===== config.mk =====
export PLATFORM = sky130hd
export DESIGN_NAME = delay_line_top
export DESIGN_NICKNAME = d
export VERILOG_FILES = /design/src/hw/dl_bus_pkg.sv /design/src/hw/dl_data_pkg.sv /design/src/hw/sp_sram.sv /design/src/hw/sram_shift_reg.sv /design/src/hw/delay_line_ctrl.sv /design/src/hw/delay_line_regs.sv /design/src/hw/delay_line_top.sv
export SDC_FILE = /design/constraint.sdc
export NUM_CORES = 2
export LEC_CHECK = 0
export BUFFER_PORTS_ARGS = -buffer_cell sky130_fd_sc_hd__buf_2
export CORE_AREA = 2 2 382 384
export DETAILED_ROUTE_END_ITERATION = 6
export DIE_AREA = 0 0 384 386
export PLACE_DENSITY = 0.76
export SETUP_SLACK_MARGIN = 0.3
export SYNTH_ARGS = -nofsm -noshare
export SYNTH_HDL_FRONTEND = slang
export SYNTH_SLANG_ARGS = --single-unit

===== constraint.sdc =====
create_clock -name clk_i -period 7 [get_ports clk_i]
set_input_delay 0.7 -clock clk_i [delete_from_list [all_inputs] [get_ports clk_i]]
set_output_delay 0.7 -clock clk_i [all_outputs]
set_load 0.02 [all_outputs]

===== src/hw/dl_bus_pkg.sv =====
// bus package for the delay line: AXI4-Lite types, register map and field positions
`default_nettype none

package dl_bus_pkg;

  // AXI4-Lite widths
  localparam int unsigned AXIL_ADDR_W = 4;
  localparam int unsigned AXIL_DATA_W = 32;

  typedef logic [AXIL_ADDR_W-1:0] axil_addr_t;
  typedef logic [AXIL_DATA_W-1:0] axil_data_t;

  // register offsets
  localparam axil_addr_t REG_CTRL      = 4'h0;
  localparam axil_addr_t REG_DEPTH     = 4'h4;
  localparam axil_addr_t REG_STATUS    = 4'h8;
  localparam axil_addr_t REG_OUT_COUNT = 4'hC;

  // control bits, clear is write-only and reads as zero
  localparam int unsigned CTRL_ENABLE_BIT = 0;
  localparam int unsigned CTRL_CLEAR_BIT  = 1;

  // status fields
  localparam int unsigned STATUS_LENGTH_LSB = 0;
  localparam int unsigned STATUS_EMPTY_BIT  = 8;
  localparam int unsigned STATUS_FULL_BIT   = 9;

  // legal delay range and reset value of the depth register
  localparam axil_data_t DEPTH_MIN   = 32'd1;
  localparam axil_data_t DEPTH_MAX   = 32'd63;
  localparam axil_data_t DEPTH_RESET = 32'd1;

  // master outputs
  typedef struct packed {
    axil_addr_t awaddr;
    logic       awvalid;
    axil_data_t wdata;
    logic       wvalid;
    logic       bready;
    axil_addr_t araddr;
    logic       arvalid;
    logic       rready;
  } axil_req_t;

  // slave outputs, responses are always OKAY so no resp fields
  typedef struct packed {
    logic       awready;
    logic       wready;
    logic       bvalid;
    logic       arready;
    axil_data_t rdata;
    logic       rvalid;
  } axil_rsp_t;

endpackage

`default_nettype wire


===== src/hw/dl_data_pkg.sv =====
// data package for the delay line: sample, storage address and length types
`default_nettype none

package dl_data_pkg;

  // one sample on the stream
  localparam int unsigned SAMPLE_W = 32;

  // storage depth in samples
  localparam int unsigned NUM_WORDS = 64;

  // address covers 0..NUM_WORDS-1, length needs one more bit for NUM_WORDS itself
  localparam int unsigned ADDR_W = $clog2(NUM_WORDS);
  localparam int unsigned LEN_W  = $clog2(NUM_WORDS + 1);

  typedef logic [SAMPLE_W-1:0] sample_t;
  typedef logic [ADDR_W-1:0]   sram_addr_t;
  typedef logic [LEN_W-1:0]    length_t;

  // sample with its valid flag, no ready since the output has no back-pressure
  typedef struct packed {
    logic    valid;
    sample_t sample;
  } sample_stream_t;

endpackage

`default_nettype wire


===== src/hw/sp_sram.sv =====
// single-port sample SRAM model with one cycle of read latency
`timescale 1ns/1ps
`default_nettype none

module sp_sram import dl_data_pkg::*; (
  input  wire             clk_i,
  input  wire             req_i,
  input  wire             we_i,
  input  wire sram_addr_t addr_i,
  input  wire sample_t    wdata_i,
  output sample_t         rdata_o
);

  sample_t mem [NUM_WORDS];

  // write port, word lands at the edge
  always_ff @(posedge clk_i) begin
    if (req_i && we_i) begin
      mem[addr_i] <= wdata_i;
    end
  end

  // read port, rdata holds its value until the next read request
  always_ff @(posedge clk_i) begin
    if (req_i && !we_i) begin
      rdata_o <= mem[addr_i];
    end
  end

endmodule

`default_nettype wire


===== src/hw/sram_shift_reg.sv =====
// circular shift register on a single-port SRAM, front word always on the read port
`timescale 1ns/1ps
`default_nettype none

module sram_shift_reg import dl_data_pkg::*; (
  input  wire          clk_i,
  input  wire          rst_n_i,
  input  wire          clear_i,
  input  wire          pop_front_i,
  output sample_t      front_data_o,
  input  wire          push_back_i,
  input  wire sample_t back_data_i,
  output logic         empty_o,
  output logic         full_o,
  output length_t      length_o
);

  sram_addr_t back_addr_q;
  sram_addr_t front_addr;
  sram_addr_t rd_addr;
  sram_addr_t sram_addr;
  length_t    length_q;
  logic       pop_defer_q;
  logic       pop_defer_d;
  logic       refresh_q;
  logic       refresh_d;
  logic       pop_any;
  logic       sram_req;

  // a pop executes now or comes back from the previous cycle
  assign pop_any = pop_front_i | pop_defer_q;

  // sram port is busy with the write, so the pop moves one cycle later
  assign pop_defer_d = pop_front_i & (push_back_i | pop_defer_q);

  // first word into an empty register must still be read out to the front
  // keep waiting while pushes occupy the port
  assign refresh_d = (push_back_i & empty_o) | (refresh_q & push_back_i);

  // oldest word sits length entries behind the write pointer, wraps mod NUM_WORDS
  assign front_addr = back_addr_q - sram_addr_t'(length_q);
  // on a pop read the word behind the front instead
  assign rd_addr    = pop_any ? front_addr + sram_addr_t'(1) : front_addr;
  assign sram_addr  = push_back_i ? back_addr_q : rd_addr;
  assign sram_req   = push_back_i | pop_any | refresh_q;

  always_ff @(posedge clk_i) begin
    if (!rst_n_i) begin
      back_addr_q <= '0;
      length_q    <= '0;
      pop_defer_q <= 1'b0;
      refresh_q   <= 1'b0;
    end else if (clear_i) begin
      // flush, stored words become unreachable
      back_addr_q <= '0;
      length_q    <= '0;
      pop_defer_q <= 1'b0;
      refresh_q   <= 1'b0;
    end else begin
      pop_defer_q <= pop_defer_d;
      refresh_q   <= refresh_d;
      if (push_back_i) begin
        back_addr_q <= back_addr_q + sram_addr_t'(1);
        length_q    <= length_q + length_t'(1);
      end else if (pop_any) begin
        length_q <= length_q - length_t'(1);
      end
    end
  end

  assign empty_o  = (length_q == '0);
  assign full_o   = (length_q == length_t'(NUM_WORDS));
  assign length_o = length_q;

  sp_sram u_sram (
    .clk_i   (clk_i),
    .req_i   (sram_req),
    .we_i    (push_back_i),
    .addr_i  (sram_addr),
    .wdata_i (back_data_i),
    .rdata_o (front_data_o)
  );

  // controller must not pop an empty register
  assert property (@(posedge clk_i) disable iff (!rst_n_i) !(pop_front_i && empty_o));
  // nor push into a full one
  assert property (@(posedge clk_i) disable iff (!rst_n_i) !(push_back_i && full_o));
  // only one pop can wait behind a push
  assert property (@(posedge clk_i) disable iff (!rst_n_i)
    !(pop_front_i && push_back_i && pop_defer_q));

endmodule

`default_nettype wire


===== src/hw/delay_line_ctrl.sv =====
// delay line controller: pushes samples, pops the oldest one past depth and emits it
`timescale 1ns/1ps
`default_nettype none

module delay_line_ctrl import dl_data_pkg::*; (
  input  wire                 clk_i,
  input  wire                 rst_n_i,
  input  wire                 enable_i,
  input  wire length_t        depth_i,
  input  wire                 clear_i,
  input  wire sample_stream_t in_i,
  output sample_stream_t      out_o,
  output logic                out_fire_o,
  output logic                sr_push_o,
  output sample_t             sr_data_o,
  output logic                sr_pop_o,
  output logic                sr_clear_o,
  input  wire sample_t        sr_front_i,
  input  wire length_t        sr_length_i
);

  typedef enum logic [1:0] {
    IDLE,
    POP,
    EMIT,
    SETTLE
  } state_e;

  state_e  state_q;
  state_e  state_d;
  logic    accept;
  logic    pop_due;
  logic    pend_q;
  logic    pend_d;
  logic    out_valid_q;
  sample_t out_sample_q;

  // input is dropped while disabled or while the register is being flushed
  assign accept  = in_i.valid & enable_i & ~clear_i;
  // register already holds depth samples before this push
  assign pop_due = accept & (sr_length_i == depth_i);

  assign sr_push_o  = accept;
  assign sr_data_o  = in_i.sample;
  assign sr_clear_o = clear_i;
  // a clear in the pop cycle wins, nothing leaves
  assign sr_pop_o   = (state_q == POP) & ~clear_i;

  always_comb begin
    state_d = state_q;
    pend_d  = pend_q;
    case (state_q)
      IDLE: begin
        if (pop_due) begin
          state_d = POP;
        end
      end
      POP: begin
        pend_d  = pend_q | pop_due;
        state_d = EMIT;
      end
      EMIT: begin
        // front word still settling, remember a late pop request
        pend_d  = pend_q | pop_due;
        state_d = SETTLE;
      end
      SETTLE: begin
        if (pop_due || pend_q) begin
          pend_d  = 1'b0;
          state_d = POP;
        end else begin
          state_d = IDLE;
        end
      end
      default: state_d = IDLE;
    endcase
  end

  always_ff @(posedge clk_i) begin
    if (!rst_n_i || clear_i) begin
      state_q     <= IDLE;
      pend_q      <= 1'b0;
      out_valid_q <= 1'b0;
    end else begin
      state_q     <= state_d;
      pend_q      <= pend_d;
      out_valid_q <= (state_q == POP);
    end
  end

  // front word is captured in the pop cycle, before the read port moves on
  always_ff @(posedge clk_i) begin
    if (state_q == POP) begin
      out_sample_q <= sr_front_i;
    end
  end

  assign out_o      = '{valid: out_valid_q, sample: out_sample_q};
  assign out_fire_o = out_valid_q;

  // upstream spacing rule, the pop and settle slots depend on it
  assert property (@(posedge clk_i) disable iff (!rst_n_i) accept |=> !in_i.valid [*2]);

endmodule

`default_nettype wire


===== src/hw/delay_line_regs.sv =====
// AXI4-Lite register block for the delay line: control, depth, status and output count
`timescale 1ns/1ps
`default_nettype none

module delay_line_regs import dl_bus_pkg::*, dl_data_pkg::*; (
  input  wire            clk_i,
  input  wire            rst_n_i,
  input  wire axil_req_t axil_req_i,
  output axil_rsp_t      axil_rsp_o,
  output logic           enable_o,
  output length_t        depth_o,
  output logic           clear_o,
  input  wire            out_fire_i,
  input  wire length_t   length_i,
  input  wire            empty_i,
  input  wire            full_i
);

  logic       wr_en;
  logic       rd_en;
  logic       bvalid_q;
  logic       rvalid_q;
  axil_data_t rdata_q;
  axil_data_t rd_word;
  logic       enable_q;
  logic       clear_q;
  length_t    depth_q;
  length_t    depth_wr;
  axil_data_t out_count_q;

  // address and data must arrive together, one write in flight
  assign wr_en = axil_req_i.awvalid & axil_req_i.wvalid & ~bvalid_q;
  // one read in flight
  assign rd_en = axil_req_i.arvalid & ~rvalid_q;

  assign axil_rsp_o = '{
    awready: wr_en,
    wready:  wr_en,
    bvalid:  bvalid_q,
    arready: ~rvalid_q,
    rdata:   rdata_q,
    rvalid:  rvalid_q
  };

  // written depth is clamped into the legal delay range
  always_comb begin
    if (axil_req_i.wdata < DEPTH_MIN) begin
      depth_wr = length_t'(DEPTH_MIN);
    end else if (axil_req_i.wdata > DEPTH_MAX) begin
      depth_wr = length_t'(DEPTH_MAX);
    end else begin
      depth_wr = length_t'(axil_req_i.wdata);
    end
  end

  always_ff @(posedge clk_i) begin
    if (!rst_n_i) begin
      bvalid_q    <= 1'b0;
      enable_q    <= 1'b0;
      clear_q     <= 1'b0;
      depth_q     <= length_t'(DEPTH_RESET);
      out_count_q <= '0;
    end else begin
      // clear only lasts one cycle
      clear_q <= 1'b0;
      if (wr_en) begin
        bvalid_q <= 1'b1;
        case (axil_req_i.awaddr)
          REG_CTRL: begin
            enable_q <= axil_req_i.wdata[CTRL_ENABLE_BIT];
            clear_q  <= axil_req_i.wdata[CTRL_CLEAR_BIT];
          end
          REG_DEPTH: begin
            // depth is frozen while the line runs
            if (!enable_q) begin
              depth_q <= depth_wr;
            end
          end
          default: ;
        endcase
      end else if (axil_req_i.bready) begin
        bvalid_q <= 1'b0;
      end
      // wraps at 32 bits
      if (out_fire_i) begin
        out_count_q <= out_count_q + axil_data_t'(1);
      end
    end
  end

  // read mux, unknown offsets give zero
  always_comb begin
    rd_word = '0;
    case (axil_req_i.araddr)
      REG_CTRL:      rd_word[CTRL_ENABLE_BIT] = enable_q;
      REG_DEPTH:     rd_word[$bits(length_t)-1:0] = depth_q;
      REG_STATUS: begin
        rd_word[STATUS_LENGTH_LSB +: $bits(length_t)] = length_i;
        rd_word[STATUS_EMPTY_BIT] = empty_i;
        rd_word[STATUS_FULL_BIT]  = full_i;
      end
      REG_OUT_COUNT: rd_word = out_count_q;
      default:       rd_word = '0;
    endcase
  end

  always_ff @(posedge clk_i) begin
    if (!rst_n_i) begin
      rvalid_q <= 1'b0;
    end else if (rd_en) begin
      rvalid_q <= 1'b1;
    end else if (axil_req_i.rready) begin
      rvalid_q <= 1'b0;
    end
  end

  // read data held until rready
  always_ff @(posedge clk_i) begin
    if (rd_en) begin
      rdata_q <= rd_word;
    end
  end

  assign enable_o = enable_q;
  assign depth_o  = depth_q;
  assign clear_o  = clear_q;

endmodule

`default_nettype wire


===== src/hw/delay_line_top.sv =====
// delay line top: register block, controller and SRAM shift register
`timescale 1ns/1ps
`default_nettype none

module delay_line_top import dl_bus_pkg::*, dl_data_pkg::*; (
  input  wire                 clk_i,
  input  wire                 rst_n_i,
  input  wire axil_req_t      axil_req_i,
  output axil_rsp_t           axil_rsp_o,
  input  wire sample_stream_t in_i,
  output sample_stream_t      out_o
);

  // register block to controller
  logic    enable;
  length_t depth;
  logic    clear_pulse;
  logic    out_fire;

  // controller to shift register
  logic    sr_push;
  sample_t sr_data;
  logic    sr_pop;
  logic    sr_clear;
  sample_t sr_front;

  // shift register status, shared by controller and status register
  length_t sr_length;
  logic    sr_empty;
  logic    sr_full;

  delay_line_regs u_regs (
    .clk_i      (clk_i),
    .rst_n_i    (rst_n_i),
    .axil_req_i (axil_req_i),
    .axil_rsp_o (axil_rsp_o),
    .enable_o   (enable),
    .depth_o    (depth),
    .clear_o    (clear_pulse),
    .out_fire_i (out_fire),
    .length_i   (sr_length),
    .empty_i    (sr_empty),
    .full_i     (sr_full)
  );

  delay_line_ctrl u_ctrl (
    .clk_i       (clk_i),
    .rst_n_i     (rst_n_i),
    .enable_i    (enable),
    .depth_i     (depth),
    .clear_i     (clear_pulse),
    .in_i        (in_i),
    .out_o       (out_o),
    .out_fire_o  (out_fire),
    .sr_push_o   (sr_push),
    .sr_data_o   (sr_data),
    .sr_pop_o    (sr_pop),
    .sr_clear_o  (sr_clear),
    .sr_front_i  (sr_front),
    .sr_length_i (sr_length)
  );

  sram_shift_reg u_shreg (
    .clk_i        (clk_i),
    .rst_n_i      (rst_n_i),
    .clear_i      (sr_clear),
    .pop_front_i  (sr_pop),
    .front_data_o (sr_front),
    .push_back_i  (sr_push),
    .back_data_i  (sr_data),
    .empty_o      (sr_empty),
    .full_o       (sr_full),
    .length_o     (sr_length)
  );

endmodule

`default_nettype wire


==> flow_metrics.py <==
metrics = {
    "outcome": {
        "status": "finished with violations",
        "violations": "DRC",
    },
    "worst_hold_path": {
        "worstHoldEndpoint": "u_regs.rvalid_q$_SDFFE_PN0P_",
        "worstHoldPathType": "in2reg",
        "min-delay-start": "axil_req_i[1]",
        "hold_depth": 2,
    },
    "yosys": {
        "synth_nets": 5939,
        "syn-instance-count": 5840,
        "yosysMostFrequentCell": "edfxtp_1",
        "synth_area_leaders": "edfxtp_1 (75%), nand2_1 (6.6%), mux2i_1 (3.8%)",
        "async_flop_share_pct": 0,
        "synth.distinct_cells": 63,
        "synth_edf_count": 2144,
        "netlist_area_mm2": 0.0859,
        "yosysSeqAreaShare_pct": 76.4,
        "synth.avg_cell_area_um2": 14.7,
        "ys_seq_elements": 2206,
        "ys_warn_count": 0,
        "yosys-top-cells-count": "edfxtp_1 (2144), nand2_1 (1507), nand3_1 (401), mux2i_1 (325), a32oi_1 (320)",
        "yosysTopAreaCell": "edfxtp_1",
        "synth_top_area_share_pct": 74.9,
        "synth_ff_type": "edfxtp_1",
    },
    "power": {
        "p_sw_mw": 18.5,
        "p_per_area_mw_per_mm2": 465,
        "combPwrFrac_pct": 41.7,
        "peakVddDrop_uv": 622,
        "swShare_pct": 41.5,
        "leakagePower_nw": 33.3,
        "power.internal_mw": 26.0,
        "clockPowerShare_pct": 24.3,
        "p_seq_share_pct": 34.0,
    },
    "route": {
        "finalWirelength_um": 225000,
        "vias_per_cell": 6.52,
        "wire_per_inst_um": 27.9,
        "ant_nets": 0,
        "drtIter0Drc": 8028,
        "drcViolationCount": 1,
        "vias": 52600,
        "detail_route.first_pass.iterations": 7,
    },
    "timing": {
        "hold_viol": 0,
        "skew_ns": 0.0599,
        "tns_ns": 0,
        "fin_crit_ns": 5.39,
        "whs_ns": 0.106,
        "finalMaxSlewViolations": 0,
        "rsz0062_at_grt": "false",
        "max_freq_mhz": 186,
        "fin_crit_sh_pct": 77.0,
        "worstMarginPinSlew_ns": 1.42,
        "maxSlewHeadroom_pct": 4.85,
        "setup_violations": 0,
    },
    "global_routing": {
        "grt_max_degree": 159,
        "grt_pass1_vias": 51100,
        "antenna_found_initial": 8,
        "track_usage_pct": 30.2,
        "grt.overflow.total": 0,
        "grt_pass1_wl_um": 328000,
    },
    "clock_network": {
        "cts_hold_buf": 0,
        "clk_pin_slew_worst_paths_ns": 0.06,
        "clockBufferDepth": 3,
        "cts_tree": "yes",
        "cts_resized": 0,
        "root_buffer": "clkbuf_16",
        "clkSinkCount": 2206,
        "cts_buffers": 208,
        "post_cts_buffers": 0,
        "cts_max_level": 4,
        "clk_latency_ns": 0.86,
    },
    "placed_design": {
        "port_buffers": 149,
        "place_congestion": 0.843,
        "place_hpwl_um": 123000,
    },
    "die": {
        "fp.dieW_um": 384,
        "start_util_pct": 59.5,
        "die_h_um": 386,
        "boundaryPins": 150,
        "core.rowCount": 140,
        "dieArea_mm2": 0.148,
        "core_mm2": 0.145,
    },
    "critical_path": {
        "required_ns": 7.49,
        "start_kind": "flop",
        "cp_max_fo": 34,
        "r2r_cells": 12,
        "r2r_slack_ns": 1.61,
        "arrival_ns": 5.88,
        "critPathCaptureType": "flop",
        "criticalPathCategory": "reg2reg",
        "reg2reg_to": "u_shreg.u_sram.mem[15][6]$_DFFE_PP_",
        "reg2reg_from": "u_shreg.length_o[0]$_SDFFE_PP0P_",
    },
    "layout": {
        "layout-drive-gt1-share_pct": 11.2,
        "multi_input_area_mm2": 0.0190,
        "final-seq-area_mm2": 0.0656,
        "syn_to_final_growth_pct": 11.5,
        "nets": 6084,
        "fill_cells": 9512,
    },
    "run": {
        "maxCapViolCount": 0,
    },
}
[power groups by stage]
stage | Combinational (mW) | Sequential [mW] | Clock, mW
2_1_floorplan | 10.9 | 15.3 | 0
3_3_place_gp | 17.7 | 15.4 | 0
3_5_place_dp | 18.0 | 15.4 | 0
4_1_cts | 18.2 | 15.1 | 10.9
5_1_grt | 19.3 | 15.1 | 11.4
6_report | 18.6 | 15.1 | 10.8
[sequential cells by signal, summed over array words and instances, names as in the netlist]
| name | count |
|---|---|
| u_ctrl.pend_q | 1 |
| u_ctrl.out_fire_o | 1 |
| u_shreg.length_o | 7 |
| u_regs.rdata_q | 32 |
| u_shreg.pop_defer_q | 1 |
| u_regs.bvalid_q | 1 |
| u_regs.clear_o | 1 |
| u_regs.enable_o | 1 |
| u_shreg.u_sram.mem | 2048 |
| u_shreg.u_sram.rdata_o | 32 |
| u_regs.depth_o | 7 |
| u_shreg.back_addr_q | 6 |
| u_regs.out_count_q | 32 |
| u_ctrl.state_q | 2 |
| u_shreg.refresh_q | 1 |
| u_ctrl.out_sample_q | 32 |
| u_regs.rvalid_q | 1 |
[final cells by class]
| cell class | instances | share of cell area, % |
|---|---|---|
| antenna | 3 | 0.00783 |
| clock buffer | 269 | 5.77 |
| clock inverter | 104 | 1.02 |
| inverter | 16 | 0.0627 |
| multi-input combinational | 3248 | 19.9 |
| sequential | 2206 | 68.5 |
| tap | 1917 | 2.50 |
| timing repair buffer | 305 | 2.30 |
[routing by layer]
metal  track usage [%]  vias to the layer above  part of all wire (%)
met3              5.68                      495                    11
met1              40.8                    26100                    37
li1                  -                    22400                     -
met2              48.7                     3609                    48
met4              12.2                        6                   4.0
met5                 0                        -                 0.014
[logic make-up (layout without fill, tap and decap cells)]
group,count (synthesis),after routing,synth area share (%)
and+or+nand+nor,2298,2298,11.5
DFF,2206,2206,76.4
AOI/OAI and AO/OA,548,548,5.26
muxes,330,330,3.86
other,0,3,0
adders and majority gates,19,19,0.294
xor gates and xnor gates,53,53,0.565
buffers and inverters,386,694,2.15
[metrics by stage]
step	cells	setup WS (ns)	instance area (um2)	power [mW]	utilization (%)
2_1_floorplan	5840	2.03	85900	26.2	-
3_3_place_gp	7692	1.72	89300	33.1	61.8
3_5_place_dp	7692	1.72	89300	33.5	61.8
4_1_cts	8065	1.65	95800	44.2	66.3
5_1_grt	8065	1.34	95800	45.8	66.3
6_report	8068	1.61	95800	44.5	66.3
[worst max-delay path by stage]
| stage | startpoint | to | slack (ns) | cells past startpoint |
|---|---|---|---|---|
| floorplan | u_ctrl.state_q[1]$_SDFFE_PP0P_ | u_shreg.u_sram.mem[41][0]$_DFFE_PP_ | 2.03 | 13 |
| global placement | u_shreg.length_o[0]$_SDFFE_PP0P_ | u_shreg.u_sram.mem[15][8]$_DFFE_PP_ | 1.72 | 13 |
| detailed placement | u_shreg.length_o[0]$_SDFFE_PP0P_ | u_shreg.u_sram.mem[15][2]$_DFFE_PP_ | 1.72 | 12 |
| CTS | u_shreg.length_o[0]$_SDFFE_PP0P_ | u_shreg.u_sram.mem[15][6]$_DFFE_PP_ | 1.65 | 12 |
| global route | u_shreg.length_o[0]$_SDFFE_PP0P_ | u_shreg.u_sram.mem[15][6]$_DFFE_PP_ | 1.34 | 12 |
| finish | u_shreg.length_o[0]$_SDFFE_PP0P_ | u_shreg.u_sram.mem[15][6]$_DFFE_PP_ | 1.61 | 12 |
[cells in the final DEF (no fill, tap or decap), types with 42 or more instances in the layout]
master     count
edfxtp_1    2144
nand2_1     1507
nand3_1      401
mux2i_1      324
a32oi_1      320
clkbuf_16    210
buf_2        149
nand4_1      135
buf_4        133
a31oi_1       97
nor2_4        65
dfxtp_1       62
and2_1        55
clkbuf_1      54
and3_1        44
nor2_1        42
[worst max-delay path: stages (launching register included)]
cell and delay (ns):
dfxtp_1 0.49, ha_1 0.22, inv_1 0.06, fa_1 0.44
xor2_2 0.30, nand4_2 0.17, nor3_2 0.20, xnor3_1 0.26
o21ai_2 0.35, nand3_4 0.57, nand2b_1 0.72, nor2_4 0.86
buf_4 0.39
No activity file was read; power rests on OpenSTA's default activity.
